## src/design/conv_defs.svh

```systemverilog
`ifndef CONV_DEFS_SVH
`define CONV_DEFS_SVH

// ****************************************
// Engine sizes
// ****************************************
`define CONV_UNITS      4
`define KERNEL_W_MAX    3
`define DATA_WIDTH      16
`define ACC_WIDTH       40
`define FRAC_BITS       8
`define TUSER_WIDTH     8

// ****************************************
// Pipeline depths
// ****************************************
`define MUL_DELAY       2
`define CONV_LATENCY    (`KERNEL_W_MAX - 1 + `MUL_DELAY + 2)

// Configuration port.
`define CFG_ADDR_WIDTH  2
`define CFG_DATA_WIDTH  8

`endif

```

## src/design/conv_types_pkg.sv

```systemverilog
`default_nettype none

`include "conv_defs.svh"

package conv_types_pkg;

    // Pixels and weights share one signed fixed-point format.
    typedef logic signed [`DATA_WIDTH-1:0] data_t;

    typedef logic signed [2*`DATA_WIDTH-1:0] prod_t; // Full product of two data_t values.

    // Wide enough to sum many products before the output shift.
    typedef logic signed [`ACC_WIDTH-1:0] acc_t;

    typedef logic [`TUSER_WIDTH-1:0] user_t;

    // Holds 1 to KERNEL_W_MAX.
    typedef logic [$clog2(`KERNEL_W_MAX + 1)-1:0] taps_t;

endpackage

`default_nettype wire

```

## src/design/conv_cfg_pkg.sv

```systemverilog
`default_nettype none

`include "conv_defs.svh"

package conv_cfg_pkg;

    typedef enum logic [`CFG_ADDR_WIDTH-1:0] {
        CFG_KERNEL = 0,  // Bits 1:0 hold kernel width minus one.
        CFG_MODE   = 1,  // Bit 0 selects 1x1, bit 1 enables ReLU.
        CFG_CTRL   = 2   // Writing bit 0 starts a new run.
    } cfg_addr_e;

    // A unit is in ACC_RUN while a group of beats is open.
    typedef enum logic {
        ACC_IDLE,
        ACC_RUN
    } acc_state_e;

endpackage

`default_nettype wire

```

## src/design/conv_cfg_regs.sv

```systemverilog
`timescale 1ns/10ps
`default_nettype none

`include "conv_defs.svh"

module conv_cfg_regs (
    input  wire                         aclk,
    input  wire                         arst_n,
    input  wire                         cfg_wr,
    input  wire [`CFG_ADDR_WIDTH-1:0]   cfg_addr,
    input  wire [`CFG_DATA_WIDTH-1:0]   cfg_wdata,
    output logic [`CFG_DATA_WIDTH-1:0]  cfg_rdata,
    output conv_types_pkg::taps_t       tap_count,
    output logic                        relu,
    output logic                        start
);

    logic [1:0] kernel_w_1;
    logic       is_1x1;

    always_ff @(posedge aclk or negedge arst_n) begin
        if (!arst_n) begin
            kernel_w_1 <= 2'd2;
            is_1x1     <= 1'b0;
            relu       <= 1'b0;
            start      <= 1'b0;
        end else begin
            start <= cfg_wr && (cfg_addr == conv_cfg_pkg::CFG_CTRL) && cfg_wdata[0];
            if (cfg_wr && (cfg_addr == conv_cfg_pkg::CFG_KERNEL)) begin
                kernel_w_1 <= cfg_wdata[1:0];
            end
            if (cfg_wr && (cfg_addr == conv_cfg_pkg::CFG_MODE)) begin
                is_1x1 <= cfg_wdata[0];
                relu   <= cfg_wdata[1];
            end
        end
    end

    // ****************************************
    // Readback and derived tap count
    // ****************************************
    always_comb begin
        cfg_rdata = '0;
        case (cfg_addr)
            conv_cfg_pkg::CFG_KERNEL: cfg_rdata[1:0] = kernel_w_1;
            conv_cfg_pkg::CFG_MODE:   cfg_rdata[1:0] = {relu, is_1x1};
            default:                  cfg_rdata = '0; // CTRL is write only.
        endcase
    end

    always_comb begin
        if (is_1x1) begin
            tap_count = conv_types_pkg::taps_t'(1);
        end else if (kernel_w_1 >= (`KERNEL_W_MAX - 1)) begin
            tap_count = conv_types_pkg::taps_t'(`KERNEL_W_MAX); // Wider kernels are clamped.
        end else begin
            tap_count = conv_types_pkg::taps_t'(kernel_w_1 + 2'd1);
        end
    end

endmodule

`default_nettype wire

```

## config.mk

```make
export PLATFORM = sky130hd
export DESIGN_NAME = conv_cfg_regs
export DESIGN_NICKNAME = d
export VERILOG_FILES = /design/src/design/conv_types_pkg.sv /design/src/design/conv_cfg_pkg.sv /design/src/design/conv_cfg_regs.sv
export VERILOG_INCLUDE_DIRS = /design/src /design/src/design
export SDC_FILE = /design/constraint.sdc
export NUM_CORES = 1
export LEC_CHECK = 0
export ABC_AREA = 1
export BUFFER_PORTS_ARGS = -buffer_cell sky130_fd_sc_hd__buf_4
export CORE_AREA = 2 2 39 41
export DETAILED_ROUTE_END_ITERATION = 6
export DIE_AREA = 0 0 41 43
export MAX_ROUTING_LAYER = met4
export PLACE_DENSITY = 0.61
export SYNTH_ARGS = -nofsm -noshare
export SYNTH_HDL_FRONTEND = slang
export SYNTH_SLANG_ARGS = --single-unit
```

## constraint.sdc

```tcl
create_clock -name aclk -period 0.8 [get_ports aclk]
set_clock_uncertainty 0.05 [all_clocks]
set_input_delay 0.16 -clock aclk [delete_from_list [all_inputs] [get_ports aclk]]
set_output_delay 0.16 -clock aclk [all_outputs]
set_load 0.02 [all_outputs]
```

==> impl_summary.log <==
INFO  metric clock_tree.root_cell = sky130_fd_sc_hd__clkbuf_4
INFO  metric fmax = 801 MHz
INFO  metric floorplan.die_area = 1760 µm²
INFO  metric drtIter0Drc = 0
INFO  metric initial_standard_cell_utilization_of_the_core = 0.227
INFO  metric timing.final.max_slew_violations = 0
INFO  metric n_antenna_cell = 0
INFO  metric power.density_cell_area = 1850 nW/µm²
INFO  metric postSynthAreaPerCell = 7.85 µm²
INFO  metric reg_to_reg_endpoint = kernel_w_1[1]
INFO  metric multi_input_comb_area = 181 µm²
INFO  metric netSwitchingPower = 326 µW
INFO  metric worst_hold_path_type = primary input to flop
INFO  metric chipHeight = 43 µm
INFO  metric worst_vdd_ir = 0.00101 V
INFO  metric via_per_inst = 4.08
INFO  metric cts_made_buffers = 3
INFO  metric port_buffers = 12
INFO  metric avgRoutedWirePerCell = 9.25 µm
INFO  metric die-width = 41 µm
INFO  metric design.portCount = 25
INFO  metric gp_congestion = 0.765
INFO  metric maxCapViolations = 0
INFO  metric synth_seq_area_share = 0.402
INFO  metric setup_viol = 8
INFO  metric first_global_vias = 281
INFO  metric netSwitchingFraction = 0.323
INFO  metric setup.reg_to_reg.worst_slack = -0.15 ns
INFO  metric global_route.overflow_total = 0
INFO  metric critical_path.slowest_cell = sky130_fd_sc_hd__dfstp_2
INFO  metric dpl_worst_slack = -0.226 ns
INFO  metric p_int = 683 µW
INFO  metric cts-htree-levels = 1
INFO  metric timing_hold_violations_final = 0
INFO  metric post_detailed_routing_wire_length = 731 µm
INFO  metric seq_power_share = 0.335
INFO  metric critPathRequiredTime = 0.59 ns
INFO  metric signal_arrival_time_at_the_worst_endpoint = 1.04 ns
INFO  metric synth_top_cells_by_area = sky130_fd_sc_hd__dfrtp_1 32%, sky130_fd_sc_hd__nand2_1 16%, sky130_fd_sc_hd__buf_4 14%
INFO  metric largest_area_contributor_in_the_netlist = sky130_fd_sc_hd__dfrtp_1
INFO  metric detail_route.drc_violations = 0
INFO  metric synth-seq-cells = 5
INFO  metric most-common-layout-cells = 11 x sky130_fd_sc_hd__buf_4, 8 x sky130_fd_sc_hd__nand2_1, 8 x sky130_fd_sc_hd__buf_6
INFO  metric worst_path_largest_cell_delay = 0.56 ns
INFO  metric critical_path.top_delay_family = flip-flops
INFO  metric worst-setup-path-type = flop to primary output
INFO  metric pin_count_of_the_biggest_net_entering_global_routing = 8
INFO  metric period_share = 1.56
INFO  metric reg2reg_depth = 4
INFO  metric period_needed = 1.25 ns
INFO  metric drtAntennaViolNets = 0
INFO  metric num_rows = 14
INFO  metric power_leakage = 0.000278 µW
INFO  metric nets = 77
INFO  metric failed_checks = negative setup slack
INFO  metric final_core_utilization = 0.394
INFO  metric core = 1380 µm²
INFO  metric report.power.total = 1010 µW
INFO  metric track_usage = 0.106
INFO  metric hold_end = kernel_w_1[1]
INFO  metric timing.rr.start = kernel_w_1[1]
INFO  metric critPathMaxFanout = 4
INFO  metric cts_tree = yes
INFO  metric hold_path.startpoint = cfg_wdata[1]
INFO  metric critical_path_startpoint_category = flop
INFO  metric layout.cells.most_common = sky130_fd_sc_hd__buf_4
INFO  metric clk_path_buf_depth = 2
INFO  metric netlist_area = 314 µm²
INFO  metric comb_power_share = 0.383
INFO  metric firstDrtPassIters = 1
INFO  metric syn_to_final_growth = 73.7%
INFO  metric clk_latency = 0.24 ns
INFO  metric post-synth-top-area-fraction = 0.319
INFO  metric register_area = 128 µm²
INFO  metric antenna_found_initial = 0
INFO  metric run_status = complete, but fails checks
INFO  metric layout_setup_ws = -0.449 ns
INFO  metric cp.buffers_inverters = 1
INFO  metric nFillCells = 159
INFO  metric final_layout_size_suffix_gt1_frac = 0.556
INFO  metric dp_hpwl = 567 µm
INFO  metric hold_depth = 3
INFO  metric yosys.cell_types.count = 14
INFO  metric dr_total_vias = 322
INFO  metric setup_repair_after_global_routing_missed_its_margin = yes
INFO  metric clock_power_share = 0.282
INFO  metric cp_cell_sequence = nand3b_1, buf_6
INFO  metric cts_num_sinks = 5
INFO  metric grt_pass1_wl = 1120 µm
INFO  metric cts.clk_slew.worst_paths = 0.04 ns
INFO  metric synth_cells = 40
INFO  metric yosysWarnings = 0
INFO  metric endpoint_kind = primary output
registers in the layout (all words and copies together) (netlist names):
signal / count
kernel_w_1: 2
is_1x1: 1
start: 1
relu: 1
worst register-to-register path, stage by stage, from the launching register on:
cell,delay (ns)
sky130_fd_sc_hd__dfstp_2,0.56
sky130_fd_sc_hd__buf_4,0.12
sky130_fd_sc_hd__buf_6,0.08
sky130_fd_sc_hd__nand2_1,0.04
sky130_fd_sc_hd__nand2_1,0.06
power by group through the flow:
stage	combinational (µW)	sequential (µW)	clock (µW)
floorplan	173	340	0
global placement	296	336	0
detailed placement	298	338	0
CTS	352	341	303
global route	419	343	324
finish	386	338	284
synth_stat cells:
master                     instances
sky130_fd_sc_hd__buf_4             6
sky130_fd_sc_hd__conb_1            1
sky130_fd_sc_hd__dfrtp_1           4
sky130_fd_sc_hd__dfstp_2           1
sky130_fd_sc_hd__inv_1             2
sky130_fd_sc_hd__nand2_1          13
sky130_fd_sc_hd__nand2_2           1
sky130_fd_sc_hd__nand3_1           4
sky130_fd_sc_hd__nand3_2           1
sky130_fd_sc_hd__nand3b_1          1
sky130_fd_sc_hd__nand4_1           2
sky130_fd_sc_hd__nor2_1            2
sky130_fd_sc_hd__nor2_4            1
sky130_fd_sc_hd__nor3b_1           1
area by class of cell:
type | instances | share of cell area
Inverter | 2 | 0.0138
Timing Repair Buffer | 20 | 0.335
Clock buffer | 4 | 0.0482
Tap cell | 16 | 0.0367
Multi-Input combinational cell | 32 | 0.333
Sequential cell | 5 | 0.234
per-stage QoR:
step	setup TNS, ns	area (µm²)	hold slack [ns]	cells
finish	-2.23	546	0.119	79
global route	-2.57	546	0.137	79
CTS	-2.27	522	0.114	77
detailed placement	-1.00	443	-0.0850	71
global placement	-0.938	443	-0.0872	71
floorplan	-0.426	348	-0.186	45
metal layers:
layer  global-route usage  up-vias  share of wire
met5                    -        -              0
li1                     -      161              -
met3               0.0628        0          0.051
met4               0.0800        0              0
met2                0.153       11           0.58
met1               0.0977      150           0.37
logic make-up (layout without fill, tap and decap cells):
group                  Yosys count  after routing  synth area share
buffers and inverters            8             26             0.167
flip-flops                       5              5             0.402
other                            1              6            0.0119
AND/OR/NAND/NOR                 26             26             0.418
timing repair:
action	in CTS	in global routing
endpoints found under the setup margin	6	8
gates resized for setup	10	3
hold endpoints to repair	5	0
pin swaps	3	1
hold buffers	1	0
gates cloned	0	0
buffers inserted	1	2
how the worst max path moves through the flow:
stage                               to  cells after the start  slack, ns           from
after floorplan           tap_count[0]                      1      -0.15  kernel_w_1[1]
after global placement    tap_count[1]                      3      -0.21  kernel_w_1[1]
after detailed placement  tap_count[1]                      3      -0.23  kernel_w_1[1]
after CTS                 tap_count[0]                      2      -0.47  kernel_w_1[1]
after global routing      tap_count[0]                      2      -0.50  kernel_w_1[1]
final                     tap_count[0]                      2      -0.45  kernel_w_1[1]
Note: power is estimated with default switching activity, not from simulation.
